$ cat config.mk
export PLATFORM = sky130hd
export DESIGN_NAME = vid_out_top
export DESIGN_NICKNAME = d
export VERILOG_FILES = /design/src/rtl/vid_pkg.sv /design/src/rtl/board_pkg.sv /design/src/rtl/board_io_sync.sv /design/src/rtl/resync_led.sv /design/src/rtl/osd_mixer.sv /design/src/rtl/vid_out_top.sv
export SDC_FILE = /design/constraint.sdc
export NUM_CORES = 1
export LEC_CHECK = 0
export BUFFER_PORTS_ARGS = -buffer_cell sky130_fd_sc_hd__buf_2
export CAP_MARGIN = 5
export CORE_ASPECT_RATIO = 1.75
export CORE_MARGIN = 10
export CORE_UTILIZATION = 50
export CTS_CLUSTER_SIZE = 40
export DETAILED_ROUTE_END_ITERATION = 8
export PLACE_DENSITY = 0.8
export SETUP_SLACK_MARGIN = 0.1
export SLEW_MARGIN = 25
export SYNTH_ARGS = -nofsm -noshare
export SYNTH_HDL_FRONTEND = slang
export SYNTH_SLANG_ARGS = --single-unit
$ cat constraint.sdc
create_clock -name clk27 -period 3.1 [get_ports clk27]
set_clock_uncertainty 0.1 [all_clocks]
set_input_delay 0.155 -clock clk27 [delete_from_list [all_inputs] [get_ports clk27]]
set_output_delay 0.155 -clock clk27 [all_outputs]
set_load 0.005 [all_outputs]
$ cat src/rtl/vid_pkg.sv
`default_nettype none

package vid_pkg;

    // ========================================
    // video beat layout
    // ========================================

    localparam int COLOR_W = 8; // bits per channel

    typedef struct packed {
        logic [COLOR_W-1:0] r;
        logic [COLOR_W-1:0] g;
        logic [COLOR_W-1:0] b;
    } pixel_t;

    typedef struct packed {
        logic hsync;
        logic vsync;
        logic de;
    } vsync_t;

    // one beat per clk27, pixel on top
    typedef struct packed {
        pixel_t pix;
        vsync_t sync;
    } vid_beat_t;

    // ========================================
    // OSD colors and palette
    // ========================================

    typedef enum logic [1:0] {
        OSD_BLACK  = 2'd0,
        OSD_BLUE   = 2'd1,
        OSD_YELLOW = 2'd2,
        OSD_WHITE  = 2'd3
    } osd_color_e;

    localparam pixel_t PAL_BLACK  = '{r: 8'h00, g: 8'h00, b: 8'h00};
    localparam pixel_t PAL_BLUE   = '{r: 8'h00, g: 8'h00, b: 8'hff};
    localparam pixel_t PAL_YELLOW = '{r: 8'hff, g: 8'hff, b: 8'h00};
    localparam pixel_t PAL_WHITE  = '{r: 8'hff, g: 8'hff, b: 8'hff};

endpackage

`default_nettype wire

$ cat src/rtl/board_pkg.sv
`default_nettype none

package board_pkg;

    // ========================================
    // controls word seen by the processor
    // ========================================

    localparam int BTN_W = 6; // button field width

    // msb first: rsvd, btn, ir_cnt, ir_code
    typedef struct packed {
        logic [1:0]       rsvd;    // reads as zero
        logic [BTN_W-1:0] btn;
        logic [7:0]       ir_cnt;  // decoded code count
        logic [15:0]      ir_code; // last decoded code
    } ctrl_word_t;

    // ========================================
    // board keys and button layout
    // ========================================

    localparam int KEY_W = 2;

    // key bit positions inside btn
    localparam int BTN_KEY1_IDX = 5;
    localparam int BTN_KEY0_IDX = 3;

    // unused buttons read as released (1)
    localparam logic [BTN_W-1:0] BTN_IDLE = 6'b01_0111;

    // status LED indices
    localparam int LED_FRAMELOCK = 0;
    localparam int LED_IR_IDLE   = 7; // lit while no IR code

endpackage

`default_nettype wire

$ cat src/rtl/board_io_sync.sv
`timescale 1ns/1ps
`default_nettype none

module board_io_sync (
    input  wire                          clk27,
    input  wire                          sys_reset_n,
    input  wire [board_pkg::KEY_W-1:0]   key_i,           // async, active low
    input  wire                          resync_strobe_i, // async
    input  wire                          framelock_i,
    input  wire [15:0]                   ir_code_i,
    input  wire [7:0]                    ir_cnt_i,
    output logic                         strobe_sync_o,
    output board_pkg::ctrl_word_t        controls_o,
    output logic [7:0]                   led_o
);

    logic [board_pkg::KEY_W-1:0] key_meta;
    logic [board_pkg::KEY_W-1:0] key_sync;
    logic                        strobe_meta;
    logic                        strobe_sync;
    logic [board_pkg::BTN_W-1:0] btn;

    // ========================================
    // two-flop synchronizers
    // ========================================

    always_ff @(posedge clk27 or negedge sys_reset_n) begin
        if (!sys_reset_n) begin
            key_meta    <= '1; // keys released
            key_sync    <= '1;
            strobe_meta <= 1'b0;
            strobe_sync <= 1'b0;
        end else begin
            key_meta    <= key_i;
            key_sync    <= key_meta;
            strobe_meta <= resync_strobe_i;
            strobe_sync <= strobe_meta;
        end
    end

    assign strobe_sync_o = strobe_sync; // level only, edge found downstream

    // ========================================
    // button layout and controls word
    // ========================================

    always_comb begin
        btn = board_pkg::BTN_IDLE;
        btn[board_pkg::BTN_KEY1_IDX] = key_sync[1];
        btn[board_pkg::BTN_KEY0_IDX] = key_sync[0];
    end

    // IR fields already in clk27 domain
    assign controls_o = '{
        rsvd:    2'b00,
        btn:     btn,
        ir_cnt:  ir_cnt_i,
        ir_code: ir_code_i
    };

    // static status LEDs
    always_comb begin
        led_o = '0;
        led_o[board_pkg::LED_FRAMELOCK] = framelock_i;
        led_o[board_pkg::LED_IR_IDLE]   = (ir_code_i == 16'h0000);
    end

endmodule

`default_nettype wire

$ cat src/rtl/resync_led.sv
`timescale 1ns/1ps
`default_nettype none

module resync_led #(
    parameter int LED_HOLD_W = 24
) (
    input  wire  clk27,
    input  wire  sys_reset_n,
    input  wire  strobe_sync_i, // already synchronized
    output logic led_o
);

    logic                  strobe_prev;
    logic                  strobe_rise;
    logic [LED_HOLD_W-1:0] hold_ctr;

    assign strobe_rise = strobe_sync_i & ~strobe_prev;

    // ========================================
    // pulse stretcher
    // ========================================

    always_ff @(posedge clk27 or negedge sys_reset_n) begin
        if (!sys_reset_n) begin
            strobe_prev <= 1'b0;
            hold_ctr    <= '0;
        end else begin
            strobe_prev <= strobe_sync_i;
            if (strobe_rise) begin
                hold_ctr <= '1; // restart hold, also mid-pulse
            end else if (hold_ctr != '0) begin
                hold_ctr <= hold_ctr - 1'b1;
            end
        end
    end

    // lit for 2^LED_HOLD_W - 1 cycles per edge
    assign led_o = (hold_ctr != '0);

endmodule

`default_nettype wire

$ cat src/rtl/osd_mixer.sv
`timescale 1ns/1ps
`default_nettype none

module osd_mixer (
    input  wire                     clk27,
    input  wire                     sys_reset_n,
    input  wire vid_pkg::vid_beat_t vid_i,
    input  wire                     osd_enable_i, // same beat as vid_i
    input  wire vid_pkg::osd_color_e osd_color_i,
    output vid_pkg::vid_beat_t      vid_o
);

    vid_pkg::pixel_t    osd_pix;
    vid_pkg::vid_beat_t stage1_d;
    vid_pkg::vid_beat_t stage1_q;

    // ========================================
    // palette lookup
    // ========================================

    always_comb begin
        case (osd_color_i)
            vid_pkg::OSD_BLACK:  osd_pix = vid_pkg::PAL_BLACK;
            vid_pkg::OSD_BLUE:   osd_pix = vid_pkg::PAL_BLUE;
            vid_pkg::OSD_YELLOW: osd_pix = vid_pkg::PAL_YELLOW;
            vid_pkg::OSD_WHITE:  osd_pix = vid_pkg::PAL_WHITE;
            default:             osd_pix = vid_pkg::PAL_BLACK;
        endcase
    end

    // override pixel only, sync untouched
    always_comb begin
        stage1_d.pix  = osd_enable_i ? osd_pix : vid_i.pix;
        stage1_d.sync = vid_i.sync;
    end

    // ========================================
    // two output registers
    // ========================================

    // stage 1: mix decision
    always_ff @(posedge clk27 or negedge sys_reset_n) begin
        if (!sys_reset_n) begin
            stage1_q <= '0;
        end else begin
            stage1_q <= stage1_d;
        end
    end

    // stage 2: retime for the output pins
    always_ff @(posedge clk27 or negedge sys_reset_n) begin
        if (!sys_reset_n) begin
            vid_o <= '0;
        end else begin
            vid_o <= stage1_q;
        end
    end

endmodule

`default_nettype wire

$ cat src/rtl/vid_out_top.sv
`timescale 1ns/1ps
`default_nettype none

module vid_out_top #(
    parameter int LED_HOLD_W = 24 // resync LED hold counter width
) (
    input  wire                          clk27,
    input  wire                          sys_reset_n,

    // board inputs
    input  wire [board_pkg::KEY_W-1:0]   key_i,
    input  wire                          resync_strobe_i,
    input  wire                          framelock_i,
    input  wire [15:0]                   ir_code_i,
    input  wire [7:0]                    ir_cnt_i,

    // processed video and OSD
    input  wire vid_pkg::vid_beat_t      vid_i,
    input  wire                          osd_enable_i,
    input  wire vid_pkg::osd_color_e     osd_color_i,

    output vid_pkg::vid_beat_t           vid_o,
    output board_pkg::ctrl_word_t        controls_o,
    output logic [7:0]                   led_o,
    output logic                         resync_led_o
);

    logic strobe_sync; // synchronized scaler resync level

    // ========================================
    // board status side
    // ========================================

    board_io_sync u_io (
        .clk27           (clk27),
        .sys_reset_n     (sys_reset_n),
        .key_i           (key_i),
        .resync_strobe_i (resync_strobe_i),
        .framelock_i     (framelock_i),
        .ir_code_i       (ir_code_i),
        .ir_cnt_i        (ir_cnt_i),
        .strobe_sync_o   (strobe_sync),
        .controls_o      (controls_o),
        .led_o           (led_o)
    );

    resync_led #(
        .LED_HOLD_W (LED_HOLD_W)
    ) u_resync (
        .clk27         (clk27),
        .sys_reset_n   (sys_reset_n),
        .strobe_sync_i (strobe_sync),
        .led_o         (resync_led_o)
    );

    // ========================================
    // video output path
    // ========================================

    osd_mixer u_osd (
        .clk27        (clk27),
        .sys_reset_n  (sys_reset_n),
        .vid_i        (vid_i),
        .osd_enable_i (osd_enable_i),
        .osd_color_i  (osd_color_i),
        .vid_o        (vid_o)
    );

endmodule

`default_nettype wire

[Word level (Yosys, flattened, before mapping)]
Cells that the tools add are included.
W data, S select, Z words.
Operators by class
  bitwise gates (word level): 2
  reduce and logical (&&, ||, !) cells: 4
  add/sub/neg operators: 1
  eq/ne operators: 3
  mux-type cells: 4
Operators with widths (count)
  $pmux W24 S4: 1
  $mux W24: 3
  $reduce_bool A24 Y1: 1
  $sub A24 B1 Y24 const B: 1
  $logic_not A16 Y1: 1
  $eq A2 B2 Y1 const B: 2
  $eq A2 B1 Y1 const B: 1
  $logic_not A2 Y1: 1
  $reduce_bool A2 Y1: 1
  $and A1 B1 Y1: 1
  $not A1 Y1: 1
Storage, ports and cells
  output and inout port bits: 68
  input bits: 60
  register bits: 85
  logic and storage cells: 32

[Depth between registers and ports, before layout]
Gate-level depths: netlist (run 1).
  word-level depth: 3
  depth in mapped cells: 7
  depth with buffers taken out: 6

[Cells and area by module]
Synthesis (run 1) repeated with hierarchy kept, for this count alone.
Second synthesis, totals
  cell total of the unflattened synthesis: 270
  area, all modules: 3535.9 sq um
By module, submodules not included
  osd_mixer: instances 1, seq. area each 1351.3 sq um, area an instance 1752.9 sq um, cells an instance 82
  resync_led: instances 1, seq. area each 625.6 sq um, area an instance 1308.8 sq um, cells an instance 138
  board_io_sync: instances 1, seq. area each 155.1 sq um, area an instance 474.2 sq um, cells an instance 50

[Worst setup path after synthesis (run 1)]
Ideal clock, no wire load.
  path kind: register to register
  start: reg u_resync.hold_ctr[0]
  end: reg u_resync.hold_ctr[2]
  stages on the path, launching flop included: 8
  buffers on the path: 1
  clock period less this slack: 2136 ps
  setup time: 120 ps
  arrival: 1916 ps
  data required time: 2880 ps
  slack: 964 ps
  cell sequence: dfrtp_1 -> inv_1 -> ha_1 -> or4b_1 -> nor4_4 -> buf_2 -> nand2_1 -> a31o_1
On the way
  elaborated cells between the ends (all ways): 5
  classes of those cells: add/sub (1); mux (2); reduce/logical (2)
RTL lines
  start: declaration: line resync_led.sv:15  | logic [LED_HOLD_W-1:0] hold_ctr;
  start signal: assignment: line resync_led.sv:32  | hold_ctr <= hold_ctr - 1'b1;
  $reduce_bool A24 Y1
  via resync_led_o: line vid_out_top.sv:25  | output logic resync_led_o
  $reduce_bool A2 Y1 (no line)
The timed path passes the listed nets, and every way through them passes these cells. The select of a mux whose other input is x is not followed.
A chain may end at the register's enable or synchronous reset.

[Final worst setup path (run 1)]
  start: reg u_resync.hold_ctr[0]
  end: reg u_resync.hold_ctr[3]
On the way
  longest elaborated chain between the ends: 3
  elaborated cells between the ends (all ways): 5
  classes of those cells: add/sub (1); mux (2); reduce/logical (2)
RTL lines
  $sub A24 B1 Y24: line resync_led.sv:32
  $mux W24: line resync_led.sv:31  | end else if (hold_ctr != '0) begin
  $mux W24: line resync_led.sv:29  | if (strobe_rise) begin
Several ways; a longest one is shown, not always the timed one. The select of a mux whose other input is x is not followed.

==> out/qor.yml, run 1 <==
power_and_ir_drop:
  ir_worst_vdd_mv: 0.426
  total_power_mw: 2.48
  p_per_area_nw_per_um2: 554
  cellLeakagePower_nw: 2.03
floorplan:
  num_io_pins: 128
  initial_core_util_pct: 51.3
  die_h_um: 131
  die_width_um: 83.7
  core_um2: 6910
  core.rowCount: 40
  dieArea_um2: 11000
sta:
  setup-violations-final: 0
  max_freq_mhz: 450
  report.final.slew_viol_count: 0
  relSlewSlack_pct: 39.1
  rsz0062_at_grt: "false"
  hold_viol_final: 0
  hold_slack_ns: 0.113
  finalWorstSetupSlack_ns: 0.877
  fin_setup_tns_ns: 0
  fin_crit_sh_pct: 71.7
  worst_pin_slew_ns: 0.912
  fin_crit_ns: 2.22
yosys:
  syn_area_um2: 3550
  yosysSeqAreaShare_pct: 60.1
  yosys.area_share.simple_pct: 15.2
  synth-async-reset-ratio_pct: 100
  synthCells: 313
  synth.distinct_cells: 43
  synthMuxAreaShare_pct: 3.67
  synth_top_family_by_area: "simple AND/OR/NAND/NOR gates"
  synth-compound-area-share_pct: 7.94
  avgSynthCellArea_um2: 11.3
  synth_seq_cells: 85
  yosysWarnings: 0
  synth-xor-area-share_pct: 0
  synth_enable_flop_cells: 0
  synth_ff_type: "dfrtp_1"
  synth_adder_area_share_pct: 0.706
detailed_routing:
  drc: 0
  drt_first_pass_iters: 4
  post_drt_wl_per_cell_um: 16.2
  dr_total_vias: 2635
  via_per_inst: 5.19
  drtIter0Drc: 179
  finalWirelength_um: 8240
  ant_nets: 0
layout:
  area_delta_synth_final_pct: 26.3
  multi_input_area_um2: 1020
  nets: 481
  utilization_pct: 64.8
  final_layout_size_suffix_gt1_share_pct: 30.5
  seqCellArea_um2: 2130
  design_area_um2: 4480
  fillerInstances: 534
  final_cells: 508
cts:
  cts_resized: 0
  post_cts_buffers: 0
  clk-insertion-delay-late_ns: 0.33
  hold_buffers: 31
  cts.clk_slew.worst_paths_ns: 0.06
  cts_tree: "done"
  htreeDepth: 3
  cts-root-buf: "clkbuf_16"
  cts_buffers: 9
  clock_sinks: 85
  clockBufferDepth: 2
placed_design:
  dp_worst_setup_slack_ns: 0.910
  gp_congestion: 0.810
  placedCellCount: 461
  port_buffers: 97
  dp_hpwl_um: 5840
  placed_area_um2: 3870
critical_path:
  required_ns: 3.19
  end_kind: "register"
  cp_slowest_cell: "or4b_1"
  cpLargestDelayFamily: "simple AND/OR/NAND/NOR gates"
  critical_path_buf_inv_count: 2
  critical_path.max_stage_delay_ns: 0.50
  cp-start-kind: "register"
  path_cells: "inv_1 > ha_1 > or4b_1 > nor4_4 > buf_4 > a2111oi_0 > mux2i_1"
  crit_arrival_ns: 2.32
  worstSetupPathType: "register to register"
  cp_max_fo: 27
grt:
  antenna_found_initial: 1
  grt_pass1_wl_um: 13800
  grt_pass1_vias: 2886
  gr-total-overflow: 0
  grtUsageTotal_pct: 15.4
  grt_start_max_net_pins: 86
run:
  maxCapViolations: 0
worst_hold_path:
  min_path_type: "input pin to register"
outcome:
  status: "complete, no violations"
-- sequential cells by signal (all words and copies together), names as in the netlist --
name	flops
u_osd.stage1_q	27
u_osd.vid_o	27
u_resync.hold_ctr	24
u_io.key_meta	2
u_io.key_sync	2
u_io.strobe_meta	1
u_io.strobe_sync_o	1
u_resync.strobe_prev	1
-- per-layer routing --
metal / track usage, % / vias to the layer above / wire [µm]
met5: 0 / - / 0
met4: 9.63 / 0 / 380
met3: 5.51 / 33 / 590
met2: 27.3 / 111 / 4490
met1: 14.5 / 1266 / 2780
li1: - / 1225 / -
-- synthesized netlist by cell type, drive strengths merged, types with 3 or more instances --
| cell type | count | area (µm²) |
|---|---|---|
| nand3 | 10 | 50.1 |
| o21ai | 30 | 150 |
| dfrtp | 81 | 2030 |
| and2 | 13 | 82.6 |
| buf | 40 | 299 |
| nand2 | 6 | 22.5 |
| or2 | 3 | 18.8 |
| a21oi | 6 | 30.0 |
| nand4 | 3 | 18.8 |
| or3 | 5 | 43.8 |
| mux2i | 13 | 130 |
| dfstp | 4 | 105 |
| nor4 | 10 | 77.6 |
| inv | 27 | 101 |
| nor2 | 19 | 71.3 |
| clkbuf | 5 | 18.8 |
| or4 | 8 | 63.8 |
| o31ai | 5 | 37.5 |
-- area by class of cell --
type,instances,share of cell area [%]
well taps,84,2.35
clock buffers,11,5.42
clock inverters,4,1.09
diodes,1,0.0559
repair buffers,131,18.4
flip-flops and latches,85,47.6
inverters,27,2.26
multi-input cells,165,22.8
-- kinds of logic after synthesis --
family / after synthesis
other: 2
buffers and inverters: 73
multiplexers: 13
flip-flops: 85
AO/OA/AOI/OAI: 49
adder cells (fa/ha/maj): 2
AND/OR/NAND/NOR: 89
-- final timing paths --
check	startpoint	to	slack, ns	cells after the start
max	u_resync.hold_ctr[0]$_DFFE_PN0P_	u_resync.hold_ctr[3]$_DFFE_PN0P_	0.88	7
max reg2reg	u_resync.hold_ctr[0]$_DFFE_PN0P_	u_resync.hold_ctr[3]$_DFFE_PN0P_	0.88	7
min in group asynchronous	sys_reset_n	u_osd.vid_o[0]$_DFF_PN0_	0.32	2
min reg2reg	u_osd.stage1_q[26]$_DFF_PN0_	u_osd.vid_o[26]$_DFF_PN0_	0.25	0
min	osd_color_i[0]	u_osd.stage1_q[8]$_DFF_PN0_	0.11	3
max in group asynchronous	sys_reset_n	u_osd.vid_o[3]$_DFF_PN0_	2.07	2
-- power by group --
| group | switching [mW] | leakage [nW] | internal, mW | total (mW) |
|---|---|---|---|---|
| registers | 0.0353 | 0.939 | 1.19 | 1.22 |
| logic | 0.115 | 0.948 | 0.111 | 0.225 |
| clock network | 0.395 | 0.145 | 0.639 | 1.03 |
-- worst register-to-register path, cell delays in order, from the launching register on --
cell and delay (ns):
dfrtp_1 0.39, inv_1 0.13, ha_1 0.15, or4b_1 0.50, nor4_4 0.18, buf_4 0.30
a2111oi_0 0.18, mux2i_1 0.16
-- placed cells by master, fill, tap and decap left out, drive strengths merged, types with 10 or more instances in the layout --
master,n
mux2i,13
buf,100
nor2,19
dfrtp,81
nor4,10
and2,13
nand3,10
inv,27
dlygate4sd3,31
o21ai,30
conb,12
clkbuf,11
(Power assumes the default switching activity.)
==> inputs of run 2 (changes only) <==
--- a/config.mk
+++ b/config.mk
@@ -9,10 +9,10 @@
 export CAP_MARGIN = 5
 export CORE_ASPECT_RATIO = 1.75
 export CORE_MARGIN = 10
-export CORE_UTILIZATION = 50
+export CORE_UTILIZATION = 49
 export CTS_CLUSTER_SIZE = 40
 export DETAILED_ROUTE_END_ITERATION = 8
-export PLACE_DENSITY = 0.8
+export PLACE_DENSITY = 0.79
 export SETUP_SLACK_MARGIN = 0.1
 export SLEW_MARGIN = 25
 export SYNTH_ARGS = -nofsm -noshare
==> constraint.sdc (replaced) <==
create_clock -name clk27 -period 2.22 [get_ports clk27]
set_clock_uncertainty 0.1 [all_clocks]
set_input_delay 0.111 -clock clk27 [delete_from_list [all_inputs] [get_ports clk27]]
set_output_delay 0.111 -clock clk27 [all_outputs]
set_load 0.005 [all_outputs]
==> out/qor.yml, run 2 (synthesized netlist as in run 1, its figures left out) <==
outcome:
  status: "complete, but fails checks"
  violations: "setup timing"
floorplan:
  num_io_pins: 128
  die_width_um: 84.3
  core_um2: 7130
  initial_core_util_pct: 49.7
  dieArea_um2: 11200
  die_h_um: 133
  core.rowCount: 41
power_and_ir_drop:
  clockPowerShare_pct: 42.8
  ir_worst_vdd_mv: 0.591
  comb_power_share_pct: 10.0
  intPower_mw: 2.81
  p_sw_share_pct: 22.6
  sequentialPowerShare_pct: 47.2
  p_per_area_nw_per_um2: 747
  switchingPower_mw: 0.819
  cellLeakagePower_nw: 2.19
layout:
  final_layout_size_suffix_gt1_share_pct: 37.9
  final_common_cell: "buf_2"
  antenna_cells: 0
  nets: 505
  layout_common_cells: "95 x buf_2, 81 x dfrtp_1, 31 x dlygate4sd3_1"
  reg.largest.list: "u_osd.stage1_q x27, u_osd.vid_o x27, u_resync.hold_ctr x24"
  fillerInstances: 487
  area_delta_synth_final_pct: 36.8
  design_area_um2: 4850
detailed_routing:
  finalWirelength_um: 9040
  drtIter0Drc: 217
  via_per_inst: 5.13
  dr_total_vias: 2740
  drc: 0
  ant_nets: 0
  post_drt_wl_per_cell_um: 16.9
  drt_first_pass_iters: 7
cts:
  cts.clk_slew.worst_paths_ns: 0.06
  clk-insertion-delay-late_ns: 0.34
  cts-root-buf: "clkbuf_16"
  clock_sinks: 85
  htreeDepth: 3
  clockBufferDepth: 2
  cts_buffers: 9
  cts_tree: "done"
sta:
  hold_slack_ns: 0.0245
  setup-violations-final: 2
  fin_crit_ns: 2.24
  max_freq_mhz: 446
  report.final.slew_viol_count: 0
  rsz0062_at_grt: "true"
  fin_crit_sh_pct: 101
  worst_pin_slew_ns: 0.833
  finalWorstSetupSlack_ns: -0.0222
  relSlewSlack_pct: 44.4
  hold_viol_final: 0
critical_path:
  cp_max_fo: 4
  required_ns: 2.01
  critical_path_buf_inv_count: 3
  path_cells: "or3_4 > buf_4 > nor4_4 > buf_12 > nand2_4 > buf_6"
  critical_path.max_stage_delay_ns: 0.42
  cp-start-kind: "register"
  cp_slowest_cell: "dfrtp_1"
  end_kind: "primary output"
  crit_arrival_ns: 2.03
  worstSetupPathType: "register to primary output"
  cpLargestDelayFamily: "simple AND/OR/NAND/NOR gates"
grt:
  grt_pass1_vias: 3057
  grt_pass1_wl_um: 14600
  gr-total-overflow: 0
  grt_start_max_net_pins: 53
  grtUsageTotal_pct: 15.8
  antenna_found_initial: 0
placed_design:
  port_buffers: 97
  dp_hpwl_um: 5930
  gp_congestion: 0.823
  placed_area_um2: 3960
worst_hold_path:
  min_path_type: "input pin to register"
run:
  maxCapViolations: 0
==> run 2: cell types whose count changed in the layout (fill, tap and decap cells not counted), sizes merged <==
cell / change
buf: +23
clkinv: -3
clkbuf: +2
clkinvlp: +2
diode: -1
inv: +1
==> run 2: path summary, 6_finish.rpt <==
kind | from | endpoint | slack (ns) | cells past startpoint
max | u_resync.hold_ctr[16]$_DFFE_PN0P_ | resync_led_o | -0.02 | 6
min | osd_color_i[0] | u_osd.stage1_q[10]$_DFF_PN0_ | 0.02 | 3
max reg2reg | u_resync.hold_ctr[16]$_DFFE_PN0P_ | u_resync.hold_ctr[1]$_DFFE_PN0P_ | -0.01 | 7
min reg2reg | u_osd.stage1_q[1]$_DFF_PN0_ | u_osd.vid_o[1]$_DFF_PN0_ | 0.25 | 0
max in group asynchronous | sys_reset_n | u_io.key_meta[1]$_DFF_PN1_ | 1.18 | 3
min in group asynchronous | sys_reset_n | u_osd.vid_o[1]$_DFF_PN0_ | 0.17 | 2
==> run 2: stage by stage <==
stage	instances	TNS (ns)	util (%)	setup slack (ns)	power, mW
finish	534	-0.0274	68.0	-0.0222	3.63
global route	534	-0.521	68.0	-0.0959	3.77
CTS	531	-0.372	66.6	-0.118	3.63
detailed placement	471	0	55.5	0.0721	2.01
global placement	471	0	55.5	0.115	2.00
floorplan	323	0	-	0.0839	1.88
==> run 2: cell type report <==
type	count	area [µm²]	share of cell area (%)
clock buffers	12	267	5.49
flip-flops and latches	85	2130	43.9
clock inverters	4	53.8	1.11
well taps	86	108	2.22
multi-input cells	165	1110	23.0
inverters	27	101	2.09
repair buffers	155	1080	22.2
==> run 2: worst register-to-register path: cells and delay by family (launching register included) <==
family	cells	cell delay (ns)
buffers and inverters	3	0.47
AND/OR/NAND/NOR	3	0.96
AO/OA/AOI/OAI	1	0.09
flip-flops	1	0.42
==> run 2: what timing repair did <==
| action | CTS | global route |
|---|---|---|
| endpoints found under the hold margin | 63 | 0 |
| buffers inserted | 12 | 2 |
| cloned | 1 | 1 |
| pin swaps | 5 | 6 |
| endpoints found under the setup margin | 4 | 25 |
| gates resized for setup | 12 | 13 |
| hold buffers | 31 | 0 |
==> run 2: power by group through the flow <==
stage	Sequential (mW)	Combinational [mW]	Clock [mW]
after floorplan	1.72	0.159	0
after global placement	1.73	0.272	0
after detailed placement	1.73	0.281	0
after CTS	1.71	0.348	1.58
after global routing	1.72	0.408	1.64
final	1.71	0.363	1.55
==> run 2: metal layers <==
layer  share of wire (%)  up-vias  routed length (µm)  global-route usage [%]
met5                   0        -                   0                       0
met4                 3.3        0                 302                    10.6
li1                    -     1273                   -                       -
met2                  54      135                4890                    28.4
met3                 5.8       25                 527                    3.38
met1                  37     1307                3320                    15.7
==> inputs of run 3 (changes only) <==
--- a/config.mk
+++ b/config.mk
@@ -9,10 +9,11 @@
 export CAP_MARGIN = 5
 export CORE_ASPECT_RATIO = 1.75
 export CORE_MARGIN = 10
-export CORE_UTILIZATION = 49
+export CORE_UTILIZATION = 50
 export CTS_CLUSTER_SIZE = 40
 export DETAILED_ROUTE_END_ITERATION = 8
-export PLACE_DENSITY = 0.79
+export PLACE_DENSITY = 0.8
+export REMOVE_ABC_BUFFERS = 1
 export SETUP_SLACK_MARGIN = 0.1
 export SLEW_MARGIN = 25
 export SYNTH_ARGS = -nofsm -noshare
==> constraint.sdc (replaced) <==
create_clock -name clk27 -period 2.9 [get_ports clk27]
set_clock_uncertainty 0.1 [all_clocks]
set_input_delay 0.145 -clock clk27 [delete_from_list [all_inputs] [get_ports clk27]]
set_output_delay 0.145 -clock clk27 [all_outputs]
set_load 0.005 [all_outputs]
==> out/qor.yml, run 3 (synthesized netlist as in run 1, its figures left out) <==
sta:
  fin_setup_tns_ns: 0
  fin_crit_sh_pct: 87.0
  worst_pin_slew_ns: 1.06
  relSlewSlack_pct: 29.4
  rsz0062_at_grt: "false"
  fin_crit_ns: 2.52
  setup-violations-final: 0
  max_freq_mhz: 396
  report.final.slew_viol_count: 0
  finalWorstSetupSlack_ns: 0.377
  hold_viol_final: 0
run:
  maxCapViolations: 0
worst_hold_path:
  min-delay-start: "osd_color_i[0]"
  min_path_type: "input pin to register"
  min_path_cells: 3
  worstHoldEndpoint: "u_osd.stage1_q[3]$_DFF_PN0_"
power_and_ir_drop:
  p_per_area_nw_per_um2: 624
  ir_worst_vdd_mv: 0.325
  cellLeakagePower_nw: 2.05
critical_path:
  cp-start-kind: "register"
  end_kind: "primary output"
  critical_path.max_stage_delay_ns: 0.51
  cp_max_fo: 28
  r2r-start: "u_resync.hold_ctr[0]$_DFFE_PN0P_"
  cp_slowest_cell: "or4b_1"
  path_cells: "inv_1 > ha_1 > or4b_1 > nor4_4 > buf_4 > nand2_1 > buf_2"
  r2r_slack_ns: 0.58
  crit_arrival_ns: 2.28
  rr_worst_depth: 7
  cpLargestDelayFamily: "simple AND/OR/NAND/NOR gates"
  rr_endpoint: "u_resync.hold_ctr[11]$_DFFE_PN0P_"
  required_ns: 2.65
  worstSetupPathType: "register to primary output"
  critical_path_buf_inv_count: 3
outcome:
  status: "complete, no violations"
layout:
  final_layout_size_suffix_gt1_share_pct: 30.4
  layout_common_cells: "96 x buf_2, 81 x dfrtp_1, 31 x dlygate4sd3_1"
  area_delta_synth_final_pct: 27.4
  utilization_pct: 65.4
  reg.largest.list: "u_osd.stage1_q x27, u_osd.vid_o x27, u_resync.hold_ctr x24"
  antenna_cells: 0
  final_common_cell: "buf_2"
  nets: 481
placed_design:
  gp_congestion: 0.842
  dp_hpwl_um: 6110
  port_buffers: 97
  dp_worst_setup_slack_ns: 0.703
detailed_routing:
  via_per_inst: 5.15
  finalWirelength_um: 8680
  post_drt_wl_per_cell_um: 17.1
  drt_first_pass_iters: 4
  ant_nets: 0
  drtIter0Drc: 218
  dr_total_vias: 2618
  drc: 0
grt:
  grtUsageTotal_pct: 15.7
  grt-busiest-layer: "met2"
  grt_pass1_vias: 2943
  met1_usage_pct: 15.0
  met2_usage_pct: 28.6
  antenna_found_initial: 0
  gr-total-overflow: 0
  grtUsageMet3_pct: 6.13
  grt_pass1_wl_um: 14000
  grt_start_max_net_pins: 86
floorplan:
  initial_core_util_pct: 51.3
  num_io_pins: 128
  dieArea_um2: 11000
  core_um2: 6910
  core.rowCount: 40
  die_width_um: 83.7
  die_h_um: 131
cts:
  cts.clk_slew.worst_paths_ns: 0.06
  post_cts_buffers: 0
  cts_tree: "done"
  clockBufferDepth: 2
  clk-insertion-delay-late_ns: 0.34
  clock_sinks: 85
  htreeDepth: 3
  cts_buffers: 9
  cts-root-buf: "clkbuf_16"
  cts_resized: 0
-- run 3: worst max path at each step --
stage	from	cells past startpoint	to	slack (ns)
detailed placement	u_resync.hold_ctr[0]$_DFFE_PN0P_	7	u_resync.hold_ctr[3]$_DFFE_PN0P_	0.70
global placement	u_resync.hold_ctr[10]$_DFFE_PN0P_	4	u_resync.hold_ctr[22]$_DFFE_PN0P_	0.77
global route	u_resync.hold_ctr[0]$_DFFE_PN0P_	7	resync_led_o	0.29
finish	u_resync.hold_ctr[0]$_DFFE_PN0P_	7	resync_led_o	0.38
floorplan	u_resync.hold_ctr[0]$_DFFE_PN0P_	6	u_resync.hold_ctr[11]$_DFFE_PN0P_	0.50
CTS	u_resync.hold_ctr[0]$_DFFE_PN0P_	7	resync_led_o	0.38
-- run 3: area by class of cell --
type	count	area, µm²
Fill cell	504	2390
Sequential cell	85	2130
Multi-Input combinational cell	165	1020
Timing Repair Buffer	131	825
Clock buffer	11	233
Tap cell	84	105
Inverter	27	101
Clock inverter	5	100
-- run 3: power by group --
| group | switching, mW | internal, mW |
|---|---|---|
| clock | 0.425 | 0.838 |
| combinational | 0.125 | 0.119 |
| sequential | 0.0412 | 1.27 |
| total | 0.591 | 2.23 |
-- run 3: metal layers --
layer  share of wire, %  vias up
met4                2.3        0
met2                 55      131
li1                   -     1224
met5                  0        -
met1                 35     1246
met3                7.8       17
-- run 3: repair_timing --
| item | 4_1_cts | 5_1_grt |
|---|---|---|
| hold buffers | 31 | 0 |
| endpoints found under the hold margin | 111 | 0 |
| endpoints found under the setup margin | 0 | 0 |
-- run 3: worst reg2reg max path: stages, from the launching register on --
cell,delay (ns)
dfrtp_1,0.37
inv_1,0.10
ha_1,0.20
or4b_1,0.23
nor4_4,0.05
buf_4,0.21
a2111oi_0,0.70
mux2i_1,0.28
-- run 3: metrics by stage --
stage	instance area, µm²	power [mW]	std cells	hold WS [ns]
global placement	3870	1.52	461	0.150
global route	4520	2.92	508	0.111
finish	4520	2.82	508	0.0521
CTS	4510	2.83	508	0.0558
detailed placement	3870	1.54	461	0.152
floorplan	3250	1.40	277	-0.251
